--- src/sldu_pkg.sv ---
//////////////////////////////////////////////////////////////////////
// Slide unit package
// Sizes, opcodes and packed structs shared by the vector slide unit
//////////////////////////////////////////////////////////////////////

package sldu_pkg;

  // Lane organisation
  localparam int unsigned NrLanes   = 4;
  localparam int unsigned ElenBytes = 8;
  localparam int unsigned WordBytes = NrLanes * ElenBytes;

  // Vector register geometry
  localparam int unsigned VlenBytes   = 256;
  localparam int unsigned WordsPerReg = VlenBytes / WordBytes;

  // Instruction ids and queue depths
  localparam int unsigned NrVInsn          = 8;
  localparam int unsigned InsnQueueDepth   = 2;
  localparam int unsigned ResultQueueDepth = 2;

  // Byte pointer inside a word, wide enough to hold WordBytes itself
  localparam int unsigned PntWidth = $clog2(WordBytes) + 1;
  // Word index inside one register
  localparam int unsigned WordIdxWidth = $clog2(WordsPerReg);

  // Basic types
  typedef logic [8*ElenBytes-1:0]           elen_t;
  typedef logic [ElenBytes-1:0]             strb_t;
  typedef logic [$clog2(NrVInsn)-1:0]       vid_t;
  typedef logic [4:0]                       vreg_t;
  typedef logic [7:0]                       vaddr_t;
  typedef logic [$clog2(VlenBytes):0]       blen_t;

  // Per-lane bundles, lane 0 in the low bits
  typedef elen_t [NrLanes-1:0] lane_data_t;
  typedef strb_t [NrLanes-1:0] lane_strb_t;
  typedef logic  [NrLanes-1:0] lane_bits_t;
  typedef logic  [NrVInsn-1:0] done_vec_t;

  // Element width code, also the shift from elements to bytes
  typedef enum logic [1:0] {
    EW8  = 2'd0,
    EW16 = 2'd1,
    EW32 = 2'd2,
    EW64 = 2'd3
  } vew_e;

  typedef enum logic {
    SLIDE_UP   = 1'b0,
    SLIDE_DOWN = 1'b1
  } slide_op_e;

  // Instruction as sent by the sequencer, counts in elements
  typedef struct packed {
    vid_t      id;
    slide_op_e op;
    vew_e      vsew;
    blen_t     vl;
    blen_t     offset;
    vreg_t     vd;
  } slide_req_t;

  // Queued instruction, counts already converted to bytes
  typedef struct packed {
    vid_t      id;
    slide_op_e op;
    vreg_t     vd;
    blen_t     byte_off;
    blen_t     byte_len;
  } slide_insn_t;

  // One destination word on its way to the register file
  typedef struct packed {
    vid_t       id;
    vaddr_t     addr;
    lane_data_t wdata;
    lane_strb_t be;
    logic       last;
  } result_word_t;

endpackage

--- src/sldu_insn_queue.sv ---
//////////////////////////////////////////////////////////////////////
// Slide instruction queue
// Holds up to two instructions from accept until their last result
// word has been written back
//////////////////////////////////////////////////////////////////////

`timescale 1ns/1ps

module sldu_insn_queue (
  input  logic                  clk_i,
  input  logic                  rst_ni,
  // Sequencer side
  input  sldu_pkg::slide_req_t  req_i,
  input  logic                  req_valid_i,
  output logic                  req_ready_o,
  // Engine side
  output sldu_pkg::slide_insn_t issue_insn_o,
  output logic                  issue_valid_o,
  input  logic                  issue_done_i,
  // Result queue side
  input  logic                  commit_done_i
);

  typedef logic [$clog2(sldu_pkg::InsnQueueDepth)-1:0] pnt_t;
  typedef logic [$clog2(sldu_pkg::InsnQueueDepth):0]   cnt_t;

  // Instruction storage
  sldu_pkg::slide_insn_t [sldu_pkg::InsnQueueDepth-1:0] queue_q;

  // Issue and commit phase bookkeeping
  pnt_t issue_pnt_d, issue_pnt_q;
  pnt_t commit_pnt_d, commit_pnt_q;
  cnt_t issue_cnt_d, issue_cnt_q;
  cnt_t commit_cnt_d, commit_cnt_q;

  // Accept slot sits right behind the oldest uncommitted entry
  cnt_t                  accept_sum;
  pnt_t                  accept_pnt;
  logic                  accept;
  sldu_pkg::slide_insn_t new_insn;

  // Space is counted up to commit, not issue
  assign req_ready_o = (commit_cnt_q != cnt_t'(sldu_pkg::InsnQueueDepth));
  assign accept      = req_valid_i && req_ready_o;

  assign issue_insn_o  = queue_q[issue_pnt_q];
  assign issue_valid_o = (issue_cnt_q != '0);

  always_comb begin
    accept_sum = cnt_t'(commit_pnt_q) + commit_cnt_q;
    if (accept_sum >= cnt_t'(sldu_pkg::InsnQueueDepth)) begin
      accept_pnt = pnt_t'(accept_sum - cnt_t'(sldu_pkg::InsnQueueDepth));
    end else begin
      accept_pnt = pnt_t'(accept_sum);
    end
  end

  // Element counts become byte counts here
  always_comb begin
    new_insn.id       = req_i.id;
    new_insn.op       = req_i.op;
    new_insn.vd       = req_i.vd;
    new_insn.byte_off = req_i.offset << req_i.vsew;
    new_insn.byte_len = req_i.vl << req_i.vsew;
  end

  always_comb begin
    issue_pnt_d  = issue_pnt_q;
    commit_pnt_d = commit_pnt_q;

    // Engine finished the head instruction
    if (issue_done_i) begin
      if (issue_pnt_q == pnt_t'(sldu_pkg::InsnQueueDepth - 1)) begin
        issue_pnt_d = '0;
      end else begin
        issue_pnt_d = issue_pnt_q + 1'b1;
      end
    end

    // Last word of the oldest instruction left the result queue
    if (commit_done_i) begin
      if (commit_pnt_q == pnt_t'(sldu_pkg::InsnQueueDepth - 1)) begin
        commit_pnt_d = '0;
      end else begin
        commit_pnt_d = commit_pnt_q + 1'b1;
      end
    end

    issue_cnt_d  = issue_cnt_q + cnt_t'(accept) - cnt_t'(issue_done_i);
    commit_cnt_d = commit_cnt_q + cnt_t'(accept) - cnt_t'(commit_done_i);
  end

  always_ff @(posedge clk_i or negedge rst_ni) begin
    if (!rst_ni) begin
      issue_pnt_q  <= '0;
      commit_pnt_q <= '0;
      issue_cnt_q  <= '0;
      commit_cnt_q <= '0;
    end else begin
      issue_pnt_q  <= issue_pnt_d;
      commit_pnt_q <= commit_pnt_d;
      issue_cnt_q  <= issue_cnt_d;
      commit_cnt_q <= commit_cnt_d;
    end
  end

  // Entry payload
  always_ff @(posedge clk_i) begin
    if (accept) begin
      queue_q[accept_pnt] <= new_insn;
    end
  end

endmodule

--- config.mk ---
export PLATFORM = sky130hd
export DESIGN_NAME = sldu_insn_queue
export DESIGN_NICKNAME = d
export VERILOG_FILES = /design/src/sldu_pkg.sv /design/src/sldu_insn_queue.sv
export SDC_FILE = /design/constraint.sdc
export NUM_CORES = 1
export LEC_CHECK = 0
export ABC_CLOCK_PERIOD_IN_PS = 3100
export BUFFER_PORTS_ARGS = -buffer_cell sky130_fd_sc_hd__buf_2
export CAP_MARGIN = 20
export CELL_PAD_IN_SITES_DETAIL_PLACEMENT = 0
export CELL_PAD_IN_SITES_GLOBAL_PLACEMENT = 1
export CORE_AREA = 2 2 86 88
export CTS_CLUSTER_SIZE = 8
export DETAILED_ROUTE_END_ITERATION = 10
export DIE_AREA = 0 0 88 90
export PLACE_DENSITY_LB_ADDON = 0.1
export SYNTH_ARGS = -nofsm -noshare
export SYNTH_HDL_FRONTEND = slang
export SYNTH_SLANG_ARGS = --single-unit
--- constraint.sdc ---
create_clock -name clk_i -period 3.1 [get_ports clk_i]
set_clock_uncertainty 0.2 [all_clocks]
set_input_delay 0.62 -clock clk_i [delete_from_list [all_inputs] [get_ports clk_i]]
set_output_delay 0.62 -clock clk_i [all_outputs]
set_load 0.01 [all_outputs]
[Word-level counts from Yosys, hierarchy flattened]
Cells that the tools add are included.
Operators by class
  add/sub/neg operators: 8
  magnitude comparators: 4
  equality and inequality tests: 1
  shift operators: 2
  muxes and demuxes: 8
  reduce and logical (&&, ||, !) cells: 3
Operator list (number)
  two-way mux 27 bit: 3
  bitwise mux 54 bit: 1
  demux 27 bit (select 1 bit): 1
  left shift 9 x 2 -> 9 bit: 2
  adder 2 x 1 -> 2 bit: 2
  < comparator 1 x 2 -> 1 bit, second input constant: 2
  subtractor 2 x 1 -> 2 bit: 2
  two-way mux 1 bit: 3
  adder 1 bit, second input constant: 2
  adder 1 x 2 -> 2 bit: 1
  greater-or-equal comparator 2 bit, second input constant: 1
  logical AND 1 bit: 2
  inequality test 2 bit, second input constant: 1
  nonzero test 2 bit: 1
  greater-or-equal comparator 1 bit, second input constant: 1
  subtractor 1 bit, second input constant: 1
Storage, ports and cells
  flip-flop bits (word level): 60
  input port bits: 34
  output and inout port bits: 29
  logic and storage cells: 40

[Logic depth before layout (Yosys ltp)]
  word-level depth: 8
  gate-level depth with buffers: 7
  depth with buffers taken out: 7

[Worst setup path before layout]
No wires, ideal clock.
  path type: register to register
  from: reg commit_cnt_q[0]
  to: reg queue_q[0] (netlist name) (enable)
  setup time: 0.418 ns
  data arrival time: 2.055 ns
  required time: 2.482 ns
  path slack: 0.427 ns
  stages on the path, launching flop included: 3
  path buffers: 0
  clock period less this slack: 2.673 ns
  cells stage by stage: dfrtp_1 > or3_1 > a21boi_1
On the way
  cells in the longest elaborated chain, start to end: 2
RTL lines
  from (decl): line sldu_insn_queue.sv:34  | cnt_t commit_cnt_d, commit_cnt_q;
  from (signal assigned): line sldu_insn_queue.sv:103  | commit_cnt_q <= commit_cnt_d;
  inequality test 2 bit: line sldu_insn_queue.sv:43  | assign req_ready_o = (commit_cnt_q != cnt_t'(sldu_pkg::InsnQueueDepth));
  logical AND 1 bit: line sldu_insn_queue.sv:44  | assign accept = req_valid_i && req_ready_o;
  to (signal, indexed assignment): line sldu_insn_queue.sv:110  | queue_q[accept_pnt] <= new_insn;
  to (decl): line sldu_insn_queue.sv:28  | sldu_pkg::slide_insn_t [sldu_pkg::InsnQueueDepth-1:0] queue_q;
No other way between the ends.
A chain may end at the register's enable or synchronous reset.

==> impl_metrics.tcl <==
set metrics [dict create \
    grt_antenna_before_repair 0 \
    dp_cells 308 \
    via_count_of_the_routed_design 1484 \
    floorplan.die_area_um2 7920 \
    power_density_nw_per_um2 888 \
    die_width_um 88 \
    layout_setup_ws_ns 0.455 \
    grt_start_max_net_pins 28 \
    critPathKind "flip-flop to output port" \
    synthDistinctLibCells 25 \
    synth_seq_area_share_pct 65.1 \
    avgRoutedWirePerCell_um 14.7 \
    cp_slowest_stage_delay_ns 0.80 \
    drive_gt1_share_pct 47.3 \
    floorplan.die.height_um 90 \
    synth_fp_nets 189 \
    synth_area_per_cell_um2 18.0 \
    period_minus_slack_ns 2.65 \
    drv_cap 0 \
    timing.slew.headroom_pct 52.7 \
    critPathLaunchType "flip-flop" \
    critical-path-top-delay-family "flip-flops" \
    htree_levels 3 \
    nNetsFinal 259 \
    drt.antenna.violating_nets 0 \
    synth_top_cell_area_share_pct 59.6 \
    timing.critical_path.slowest_stage_cell "dfrtp_1" \
    floorplan.io_pins 63 \
    cts.clk_slew.worst_paths_ns 0.06 \
    whs_ns 0.289 \
    synth.top_cells.by_area "edfxtp_1 (60%), mux2_4 (10%), mux2i_1 (10%)" \
    synthesized_instance_count 151 \
    tritoncts.num_buffers 9 \
    max-vdd-ir-drop_mv 0.402 \
    cts_buffer_depth 2 \
    cts.sink_count 60 \
    timing_max_transition_violations_final 0 \
    tritoncts "built" \
    antennaDiodeCount 0 \
    dpl_worst_slack_ns 0.765 \
    crit_path_cell_trace "buf_12 -> mux2_4 -> buf_2" \
    drc 0 \
    track_usage_pct 12.7 \
    grt_pass1_wl_mm 7.57 \
    quantity_of_i_o_buffers_inserted_on_ports 62 \
    n_fill_cell 624 \
    instances_no_fill 325 \
    critical_path.endpoint_type "output port" \
    number_of_flip_flops_and_latches_in_the_synthesized_netlist 60 \
    gp_congestion 0.686 \
    crit_arrival_ns 1.83 \
    hold_violations 0 \
    synth_area_um2 2720 \
    clock_insertion_delay_worst_skew_ns 0.32 \
    overall_overflow_remaining_after_global_route 0 \
    worstHoldPathType "primary input to flip-flop" \
    core-area_um2 7020 \
    clk_root_buffer_cell "clkbuf_8" \
    drt-pass1-iter-count 4 \
    yosysTopAreaCell "edfxtp_1" \
    worstPathBufferInverterCount 2 \
    placementRows 31 \
    detailedRoute.firstIterationViolations 54 \
    share_of_the_cycle_needed_by_the_critical_path_after_routing_pct 85.3 \
    multi_input_area_um2 870 \
    setup-violations-final 0 \
    max_slew.worst_pin.slew_ns 0.709 \
    drt-vias-per-instance 4.57 \
    routed_wl_mm 4.79 \
    dp_hpwl_mm 3.39 \
    synth-warning-count 0 \
    setup_tns_ns 0 \
    floorplan.initialDensity_pct 38.7 \
    cp_max_fo 15 \
    leakage_nw 1.39 \
    syn2layout_area_growth_pct 22.5 \
    via_count_of_the_first_global_routing_pass 1543 \
    design_power_total_mw 2.96 \
    run_status "finished clean" \
    cp_data_required_time_ns 2.28 \
    fmaxAchievable_mhz 378 \
    grt_setup_unrepaired "false" \
    seq_area_um2 1770 \
]
cells in the final DEF, fill, tap and decap left out:
master,n
bufinv_16,2
clkinv_1,3
inv_1,2
nand2b_1,1
xor2_1,2
o21ai_0,1
mux2_2,8
buf_2,62
mux2i_1,28
o21a_1,1
nand3b_1,1
nor2b_1,1
dfrtp_1,6
o22ai_1,1
dlygate4sd3_1,1
xnor2_1,4
nor2_1,2
or3_1,1
mux2_4,19
nand2_1,3
clkbuf_8,9
edfxtp_1,54
nor3b_1,3
or2_2,1
buf_12,1
ha_1,4
clkinv_2,2
buf_4,2
a21boi_4,1
registers in the layout (all words and copies together) (netlist names):
name and flops:
issue_pnt_q 1, commit_pnt_q 1, commit_cnt_q 2, queue_q 54, issue_cnt_q 2
worst paths after layout:
path,startpoint,endpoint,slack [ns],cells after the start
min in group asynchronous,rst_ni,commit_cnt_q[0],0.47,2
setup / recovery,issue_pnt_q,issue_insn_o[23],0.45,3
max in group asynchronous,rst_ni,commit_pnt_q,2.07,2
setup reg to reg,commit_cnt_q[0],queue_q[11],1.20,3
hold reg to reg,issue_cnt_q[0],issue_cnt_q[0],0.30,1
hold / removal,req_i[26],queue_q[51],0.29,1
logic make-up (layout without fill, tap and decap cells):
logic type	count (synthesis)	after routing	share of synthesized area, %
AND/OR/NAND/NOR	13	13	2.71
XOR/XNOR	6	6	1.93
AO/OA/AOI/OAI	4	4	0.966
flip-flops	60	60	65.1
multiplexers	55	55	24.1
buffers and inverters	9	84	3.31
adder cells (fa/ha/maj)	4	4	1.84
power breakdown:
| part | internal [mW] | total [mW] | switching, mW |
|---|---|---|---|
| logic | 0.513 | 0.974 | 0.461 |
| clock network | 0.441 | 0.717 | 0.276 |
| registers | 1.15 | 1.27 | 0.118 |
per-stage QoR:
step / area (um^2) / utilization (%)
6_report: 3330 / 47.5
2_1_floorplan: 2720 / -
3_3_place_gp: 3120 / 44.4
5_1_grt: 3330 / 47.5
4_1_cts: 3330 / 47.5
3_5_place_dp: 3120 / 44.4
cell type report:
type / instances / share of cell area (%)
clock buffer: 9 / 3.72
clock inverter: 7 / 2.44
inverter: 2 / 0.225
multi-input combinational: 82 / 26.1
sequential: 60 / 53.2
tap: 99 / 3.72
timing repair buffer: 66 / 10.7
Yosys cell counts (all sizes together):
| library cell | n |
|---|---|
| or2 | 1 |
| edfxtp | 54 |
| nor3b | 3 |
| inv | 2 |
| xnor2 | 4 |
| o21ai | 1 |
| nor2 | 2 |
| nand3b | 1 |
| ha | 4 |
| o22ai | 1 |
| nand2 | 3 |
| nor2b | 1 |
| mux2 | 27 |
| or3 | 1 |
| o21a | 1 |
| mux2i | 28 |
| xor2 | 2 |
| buf | 7 |
| nand2b | 1 |
| dfrtp | 6 |
| a21boi | 1 |
worst reg2reg max path, stage by stage, from the launching register on:
cell and delay [ns]:
dfrtp_1 0.43, or3_1 0.43, a21boi_4 0.14, buf_4 0.36
routing by layer:
metal | routed length, um | share of wire [%] | GRT usage, %
met2 | 2590 | 54 | 21.7
met1 | 1900 | 40 | 14.3
met3 | 282 | 5.9 | 4.87
met5 | 0 | 0 | 0
met4 | 23 | 0.48 | 4.23
what timing repair did:
action                    in CTS  in global routing
hold buffers                   1                  0
hold endpoints to repair       6                  0
gates resized for setup        0                  0
setup buffers                  0                  0
No activity file was read; power rests on OpenSTA's default activity.
