File: src/sldu_pkg.sv
//////////////////////////////////////////////////////////////////////
// Slide unit package
// Sizes, opcodes and packed structs shared by the vector slide unit
//////////////////////////////////////////////////////////////////////

package sldu_pkg;

  // Lane organisation
  localparam int unsigned NrLanes   = 4;
  localparam int unsigned ElenBytes = 8;
  localparam int unsigned WordBytes = NrLanes * ElenBytes;

  // Vector register geometry
  localparam int unsigned VlenBytes   = 256;
  localparam int unsigned WordsPerReg = VlenBytes / WordBytes;

  // Instruction ids and queue depths
  localparam int unsigned NrVInsn          = 8;
  localparam int unsigned InsnQueueDepth   = 2;
  localparam int unsigned ResultQueueDepth = 2;

  // Byte pointer inside a word, wide enough to hold WordBytes itself
  localparam int unsigned PntWidth = $clog2(WordBytes) + 1;
  // Word index inside one register
  localparam int unsigned WordIdxWidth = $clog2(WordsPerReg);

  // Basic types
  typedef logic [8*ElenBytes-1:0]           elen_t;
  typedef logic [ElenBytes-1:0]             strb_t;
  typedef logic [$clog2(NrVInsn)-1:0]       vid_t;
  typedef logic [4:0]                       vreg_t;
  typedef logic [7:0]                       vaddr_t;
  typedef logic [$clog2(VlenBytes):0]       blen_t;

  // Per-lane bundles, lane 0 in the low bits
  typedef elen_t [NrLanes-1:0] lane_data_t;
  typedef strb_t [NrLanes-1:0] lane_strb_t;
  typedef logic  [NrLanes-1:0] lane_bits_t;
  typedef logic  [NrVInsn-1:0] done_vec_t;

  // Element width code, also the shift from elements to bytes
  typedef enum logic [1:0] {
    EW8  = 2'd0,
    EW16 = 2'd1,
    EW32 = 2'd2,
    EW64 = 2'd3
  } vew_e;

  typedef enum logic {
    SLIDE_UP   = 1'b0,
    SLIDE_DOWN = 1'b1
  } slide_op_e;

  // Instruction as sent by the sequencer, counts in elements
  typedef struct packed {
    vid_t      id;
    slide_op_e op;
    vew_e      vsew;
    blen_t     vl;
    blen_t     offset;
    vreg_t     vd;
  } slide_req_t;

  // Queued instruction, counts already converted to bytes
  typedef struct packed {
    vid_t      id;
    slide_op_e op;
    vreg_t     vd;
    blen_t     byte_off;
    blen_t     byte_len;
  } slide_insn_t;

  // One destination word on its way to the register file
  typedef struct packed {
    vid_t       id;
    vaddr_t     addr;
    lane_data_t wdata;
    lane_strb_t be;
    logic       last;
  } result_word_t;

endpackage

File: src/sldu_result_queue.sv
//////////////////////////////////////////////////////////////////////
// Slide result queue
// Two-deep word queue toward the register file with per-lane grants
// and done reporting per instruction id
//////////////////////////////////////////////////////////////////////

`timescale 1ns/1ps

module sldu_result_queue (
  input  logic                   clk_i,
  input  logic                   rst_ni,
  // Engine side
  input  logic                   push_valid_i,
  input  sldu_pkg::result_word_t push_word_i,
  output logic                   full_o,
  // Register file write, one request per lane
  output sldu_pkg::lane_bits_t   result_req_o,
  output sldu_pkg::vaddr_t       result_addr_o,
  output sldu_pkg::vid_t         result_id_o,
  output sldu_pkg::lane_data_t   result_wdata_o,
  output sldu_pkg::lane_strb_t   result_be_o,
  input  sldu_pkg::lane_bits_t   result_gnt_i,
  // Completion
  output logic                   commit_done_o,
  output sldu_pkg::done_vec_t    done_o
);

  typedef logic [$clog2(sldu_pkg::ResultQueueDepth)-1:0] pnt_t;
  typedef logic [$clog2(sldu_pkg::ResultQueueDepth):0]   cnt_t;

  sldu_pkg::result_word_t [sldu_pkg::ResultQueueDepth-1:0] words_q;

  // Lanes that have not yet granted each entry
  sldu_pkg::lane_bits_t [sldu_pkg::ResultQueueDepth-1:0] valid_d, valid_q;

  pnt_t                wr_pnt_d, wr_pnt_q;
  pnt_t                rd_pnt_d, rd_pnt_q;
  cnt_t                cnt_d, cnt_q;
  logic                pop;
  sldu_pkg::done_vec_t done_d;

  assign full_o = (cnt_q == cnt_t'(sldu_pkg::ResultQueueDepth));

  // Head word drives every lane
  assign result_req_o   = valid_q[rd_pnt_q];
  assign result_addr_o  = words_q[rd_pnt_q].addr;
  assign result_id_o    = words_q[rd_pnt_q].id;
  assign result_wdata_o = words_q[rd_pnt_q].wdata;
  assign result_be_o    = words_q[rd_pnt_q].be;

  always_comb begin
    valid_d  = valid_q;
    wr_pnt_d = wr_pnt_q;
    rd_pnt_d = rd_pnt_q;
    cnt_d    = cnt_q;
    done_d   = '0;

    // A granted lane drops its request
    valid_d[rd_pnt_q] = valid_q[rd_pnt_q] & ~result_gnt_i;

    // Head leaves once every lane took it
    pop           = (cnt_q != '0) && (valid_d[rd_pnt_q] == '0);
    commit_done_o = pop && words_q[rd_pnt_q].last;

    if (pop) begin
      if (rd_pnt_q == pnt_t'(sldu_pkg::ResultQueueDepth - 1)) begin
        rd_pnt_d = '0;
      end else begin
        rd_pnt_d = rd_pnt_q + 1'b1;
      end
      if (words_q[rd_pnt_q].last) begin
        done_d[words_q[rd_pnt_q].id] = 1'b1;
      end
    end

    if (push_valid_i) begin
      valid_d[wr_pnt_q] = '1;
      if (wr_pnt_q == pnt_t'(sldu_pkg::ResultQueueDepth - 1)) begin
        wr_pnt_d = '0;
      end else begin
        wr_pnt_d = wr_pnt_q + 1'b1;
      end
    end

    cnt_d = cnt_q + cnt_t'(push_valid_i) - cnt_t'(pop);
  end

  always_ff @(posedge clk_i or negedge rst_ni) begin
    if (!rst_ni) begin
      valid_q  <= '0;
      wr_pnt_q <= '0;
      rd_pnt_q <= '0;
      cnt_q    <= '0;
      done_o   <= '0;
    end else begin
      valid_q  <= valid_d;
      wr_pnt_q <= wr_pnt_d;
      rd_pnt_q <= rd_pnt_d;
      cnt_q    <= cnt_d;
      done_o   <= done_d;
    end
  end

  // Word payload
  always_ff @(posedge clk_i) begin
    if (push_valid_i) begin
      words_q[wr_pnt_q] <= push_word_i;
    end
  end

endmodule

File: config.mk
export PLATFORM = sky130hd
export DESIGN_NAME = sldu_result_queue
export DESIGN_NICKNAME = d
export VERILOG_FILES = /design/src/sldu_pkg.sv /design/src/sldu_result_queue.sv
export SDC_FILE = /design/constraint.sdc
export NUM_CORES = 1
export LEC_CHECK = 0
export BUFFER_PORTS_ARGS = -buffer_cell sky130_fd_sc_hd__buf_2
export CORE_AREA = 4 4 237 239
export DETAILED_ROUTE_END_ITERATION = 16
export DIE_AREA = 0 0 241 243
export PLACE_DENSITY_LB_ADDON = 0.25
export SLEW_MARGIN = 10
export SYNTH_ARGS = -nofsm -noshare
export SYNTH_HDL_FRONTEND = slang
export SYNTH_SLANG_ARGS = --single-unit
File: constraint.sdc
create_clock -name clk_i -period 19.35 [get_ports clk_i]
set_input_delay 1.935 -clock clk_i [delete_from_list [all_inputs] [get_ports clk_i]]
set_output_delay 1.935 -clock clk_i [all_outputs]
set_load 0.01 [all_outputs]
# --- After elaboration in Yosys (flattened, before gate mapping) ---
# Cells that the tools add are included.
classes:
  n_eq_ne: 1
  reduce_logical: 7
  add_sub_neg: 4
  n_mux: 21
  bitwise: 3
  n_lt_le_gt_ge: 6
ops:
  columns: ["operator", "n"]
  rows:
  - ["300-bit 2-to-1 mux", 3]
  - ["600-bit bitwise mux", 1]
  - ["300-bit demux with 1-bit select", 1]
  - ["4-bit 2-to-1 mux", 6]
  - ["8-bit 2-to-1 mux", 3]
  - ["8-bit bitwise mux", 1]
  - ["4-bit demux with 1-bit select", 2]
  - ["8-bit bitwise OR", 1]
  - ["1-bit logical AND", 5]
  - ["4-bit AND", 1]
  - ["4-bit zero test", 1]
  - ["1-bit by 2-bit less-than comparator with 1-bit output (second input constant)", 2]
  - ["3-bit by 4-bit less-than comparator with 1-bit output (second input constant)", 1]
  - ["4-bit inverter", 1]
  - ["1-bit demux with 3-bit select", 1]
  - ["3-bit by 1-bit >= comparator with 1-bit output (second input constant)", 1]
  - ["1-bit 2-to-1 mux", 3]
  - ["1-bit adder (second input constant)", 2]
  - ["2-bit by 1-bit adder with 2-bit output", 1]
  - ["2-bit equality test (second input constant)", 1]
  - ["1-bit >= comparator (second input constant)", 2]
  - ["2-bit nonzero test", 1]
  - ["2-bit by 1-bit subtractor with 2-bit output", 1]
totals:
  inputBits: 307
  regBits: 620
  wordCells: 70
  out_inout_bits: 313

# --- Longest topological paths before layout ---
depth:
  ltp_word: 10
  mapped_depth: 11
  depth_no_buf: 9

# --- Worst setup path before layout ---
# OpenSTA, ideal clock, no wires.
synth_path:
  kind: "in2reg"
  from: "input push_valid_i"
  to: "register words_q[0] (netlist name) (enable)"
  t_required_ns: 18.701
  arrival_ns: 7.827
  cell_stages: 2
  setup_time_ns: 0.649
  path_buffers: 0
  slack_ns: 10.874
  path_cell_list: "nand2b_1 -> inv_1"
synth_lines:
  columns: ["item", "line_no", "source"]
  rows:
  - ["start, declared", "sldu_result_queue.sv:13", "input logic push_valid_i,"]
  - ["end signal, assigned by index", "sldu_result_queue.sv:107", "words_q[wr_pnt_q] <= push_word_i;"]
  - ["end, declared", "sldu_result_queue.sv:31", "sldu_pkg::result_word_t [sldu_pkg::ResultQueueDepth-1:0] words_q;"]
# No word-level cell between the ends.

# --- Worst setup path after layout ---
layout_path:
  from: "register rd_pnt_q"
  to: "output commit_done_o"
layout_via:
  elab_chain_cells: 10
  elab_cells_between_ends: 16
  cone_classes: "2 x order compare; 9 x mux; 1 x bitwise; 4 x reduce/logical"
layout_lines:
  columns: ["item", "line_no", "source"]
  rows:
  - ["start, declared", "sldu_result_queue.sv:37", "pnt_t rd_pnt_d, rd_pnt_q;"]
  - ["start signal, assigned", "sldu_result_queue.sv:98", "rd_pnt_q <= rd_pnt_d;"]
  - ["1-bit by 2-bit less-than comparator with 1-bit output (implied by the code) / 1-bit >= comparator (equally long branches)", "sldu_result_queue.sv:59", "valid_d[rd_pnt_q] = valid_q[rd_pnt_q] & ~result_gnt_i;"]
  - ["1-bit logical AND (implied by the code)", "sldu_result_queue.sv:59", null]
  - ["4-bit 2-to-1 mux (implied by the code)", "sldu_result_queue.sv:59", null]
  - ["4-bit demux with 1-bit select", "sldu_result_queue.sv:59", null]
  - ["8-bit bitwise mux", "sldu_result_queue.sv:59", null]
  - ["4-bit 2-to-1 mux (implied by the code) (2 in series)", "sldu_result_queue.sv:62", "pop = (cnt_q != '0) && (valid_d[rd_pnt_q] == '0);"]
  - ["4-bit zero test", "sldu_result_queue.sv:62", null]
  - ["1-bit logical AND", "sldu_result_queue.sv:62", null]
  - ["1-bit logical AND *", "sldu_result_queue.sv:63", "commit_done_o = pop && words_q[rd_pnt_q].last;"]
  - ["end, declared", "sldu_result_queue.sv:24", "output logic commit_done_o,"]
# Every way passes the cells marked *; elsewhere a longest branch is shown, timed or not. The select of a mux whose other input is x is not followed.

==> metrics.md <==
| Metric | Value |
|---|---|
| Async SR Flop Fraction | `0.03226` |
| CP peak stage delay | `1.03 ns` |
| Setup Skew | `0.02122 ns` |
| Max Slew Vio Count | `0` |
| Crit share post-route | `0.2958` |
| Worst Path Max Fanout | `183` |
| Period minus WS final | `5.724 ns` |
| CTS root buf | `clkbuf_16` |
| Final setup fails | `0` |
| Max cap viols | `0` |
| Post-synthesis compound-gate area fraction | `0.003619` |
| Initial core utilization | `0.4176` |
| I/O Pins | `620` |
| Placer congestion estimate | `0.7851` |
| Hold_buf cts | `0` |
| CP Data Required Time | `17.41 ns` |
| Die footprint | `0.05856 mm^2` |
| Power Density | `149.1 mW/mm^2` |
| Status | `finished clean` |
| Pleak | `0.01077 uW` |
| DR vias/cell | `4.842` |
| Synthesized-area fraction occupied by adder cells | `0.001113` |
| Worst path cell trace | `buf_12 > mux2_4 > a21oi_1 > or3b_1 > nor2_1 > buf_2` |
| Final HPWL DP | `36.51 mm` |
| Max Root-Sink Buffers | `3` |
| Drt total wl | `53.35 mm` |
| Post-synthesis sequential area ratio | `0.8239` |
| Via count | `11835` |
| Postcts setup bufs | `0` |
| Layout cells sized above 1 | `0.5854` |
| Wire length per cell | `21.83 um` |
| Final hold vios | `0` |
| Largest net degree at the start of global routing | `184` |
| Num CTS Buffers | `68` |
| Leading area contributor after synthesis | `edfxtp_1` |
| Initial drt markers | `550` |
| FF+latch count, synth | `620` |
| IO buf count | `619` |
| Area of the mapped netlist | `0.02248 mm^2` |
| Sink Count | `620` |
| Commonest cells post-synth | `edfxtp_1 (600), mux2_2 (298), buf_2 (28)` |
| Area Overhead vs Synth | `26.55%` |
| Largest family of logic cells by synthesized area | `multiplexers` |
| Fin nets | `1995` |
| Top post-synthesis cells by area | `edfxtp_1 (80%), mux2_2 (15%), dfrtp_1 (2.2%), buf_2 (0.62%), nand2_1 (0.33%)` |
| Initial antenna violation count | `16` |
| Die H | `243 um` |
| Worst-path clk slew | `0.06 ns` |
| CP arrival | `3.79 ns` |
| Worst VDD drop | `0.0001264 V` |
| First-pass GRT wire length | `76.02 mm` |
| Post-synthesis mux area share | `0.1524` |
| Crit path max-delay cell type | `dfrtp_4` |
| Setup_tns | `0 ns` |
| Residual DRC | `0` |
| Worst-Margin Slew | `1.434 ns` |
| Count leader, synth | `edfxtp_1` |
| RSZ-0062 raised after global routing | `false` |
| Post-synth EDFFs | `600` |
| CTS-repair resized insts | `0` |
| Synth cell types | `27` |
| Row count | `85` |
| Fmax | `174.7 MHz` |
| Total track usage | `0.1733` |
| Final Util | `0.5285` |
| GRT overflow | `0` |
| CTS tree | `yes` |
| Htree depth | `3` |
| Relative max-transition margin | `0.04374` |
| Clk Latency, worst-skew pair | `0.59 ns` |
| Xor/xnor share of the synthesized area | `0.001169` |
| Core Region | `0.05381 mm^2` |
| Synth Area per Inst | `21.88 um^2` |
| Most used DFF post-synth | `edfxtp_1` |
| Synthesized net count | `1336` |
| Post-route cell area | `0.02844 mm^2` |
| Post-route ant nets | `0` |
| Critical Path Start Type | `flip-flop` |
| Min-Delay Path Class | `flip-flop to flip-flop` |
| YS warnings | `0` |
| Vias in the first global route | `12578` |
| Die width | `241 um` |
| Mapped Cells | `1027` |
| Initial DRT Pass Iterations | `4` |
| Synth Area in Simple Gates | `0.007515` |
| FILL cells | `4431` |
| Kind of end point of the critical path | `output port` |
| Post-synth top area share | `0.8016` |
| Post-DP Area | `0.02635 mm^2` |
| Crit Path Class | `flip-flop to output port` |
## routing by layer
| layer | global-route usage | vias up | wire length [um] |
|---|---|---|---|
| met5 | 0 | - | 108 |
| met4 | 0.05435 | 16 | 1333 |
| met3 | 0.07447 | 95 | 4732 |
| met2 | 0.3049 | 422 | 28170 |
| met1 | 0.1887 | 5895 | 19010 |
| li1 | - | 5407 | - |
## area by class of cell
class                           instances  area [um^2]  area share
Clock buffer                           92         1866     0.06559
Clock inverter                         31        206.4    0.007258
Antenna cell                            9        22.52   0.0007918
Tap cell                              696        870.8     0.03062
Timing Repair Buffer                  625         3168      0.1114
Multi-Input combinational cell        359         3727      0.1310
Inverter                               12        60.06    0.002112
Sequential cell                       620        18520      0.6512
## state kept, by name (all words and copies together) (netlist names)
register,count
valid_q,8
done_o,8
words_q,600
rd_pnt_q,1
wr_pnt_q,1
cnt_q,2
## worst max-delay path: cells and delay by family, from the launching register on
kind                   cells  cell delay, ns
AO/OA/AOI/OAI              1            0.15
buffers and inverters      2            0.71
flip-flops                 1            1.03
AND/OR/NAND/NOR            2            0.69
multiplexers               1            0.36
## stage by stage
stage	hold slack (ns)	power, uW	setup WS [ns]	std cells
2_1_floorplan	0.4400	2664	10.87	1027
3_3_place_gp	0.4576	3078	14.17	2312
3_5_place_dp	0.4646	3093	14.12	2312
4_1_cts	0.4784	4298	13.46	2435
5_1_grt	0.5000	4441	13.39	2441
6_report	0.4748	4241	13.63	2444
## report_power, final
part           leakage, uW  internal (uW)  switching, uW
clock network      0.00101            693            499
logic              0.00388            514            670
registers          0.00588           1780           82.1
total               0.0108           2990           1250
## kinds of logic (layout without fill, tap and decap cells)
group	after synthesis	count (layout)
AOI/OAI and AO/OA	13	13
xor gates and xnor gates	3	3
adders and majority gates	2	2
buffers and inverters	48	760
DFF	620	620
muxes	304	304
other	0	9
and+or+nand+nor	37	37
## cell usage in the layout (no fill, tap or decap), types with 3 or more instances in the layout
master and instances:
clkinv_2 10, dfrtp_1 19, clkinv_1 13, inv_1 10, mux2_2 298, clkbuf_1 20
nand2_1 20, buf_4 4, diode_2 9, edfxtp_1 600, nor3_1 8, buf_2 619
clkbuf_16 71, mux2i_1 4, o21ai_0 7, nor2_1 3, inv_8 3
## worst paths after layout
check	cells past startpoint	slack (ns)	to	start
min reg2reg	2	0.47	valid_q[7]	valid_q[7]
min in group asynchronous	1	1.31	done_o[3]	rst_ni
max	6	13.63	commit_done_o	rd_pnt_q
max in group asynchronous	1	17.67	rd_pnt_q	rst_ni
min	2	0.47	valid_q[7]	valid_q[7]
max reg2reg	10	15.54	cnt_q[1]	rd_pnt_q
No activity file was read; power rests on OpenSTA's default activity.
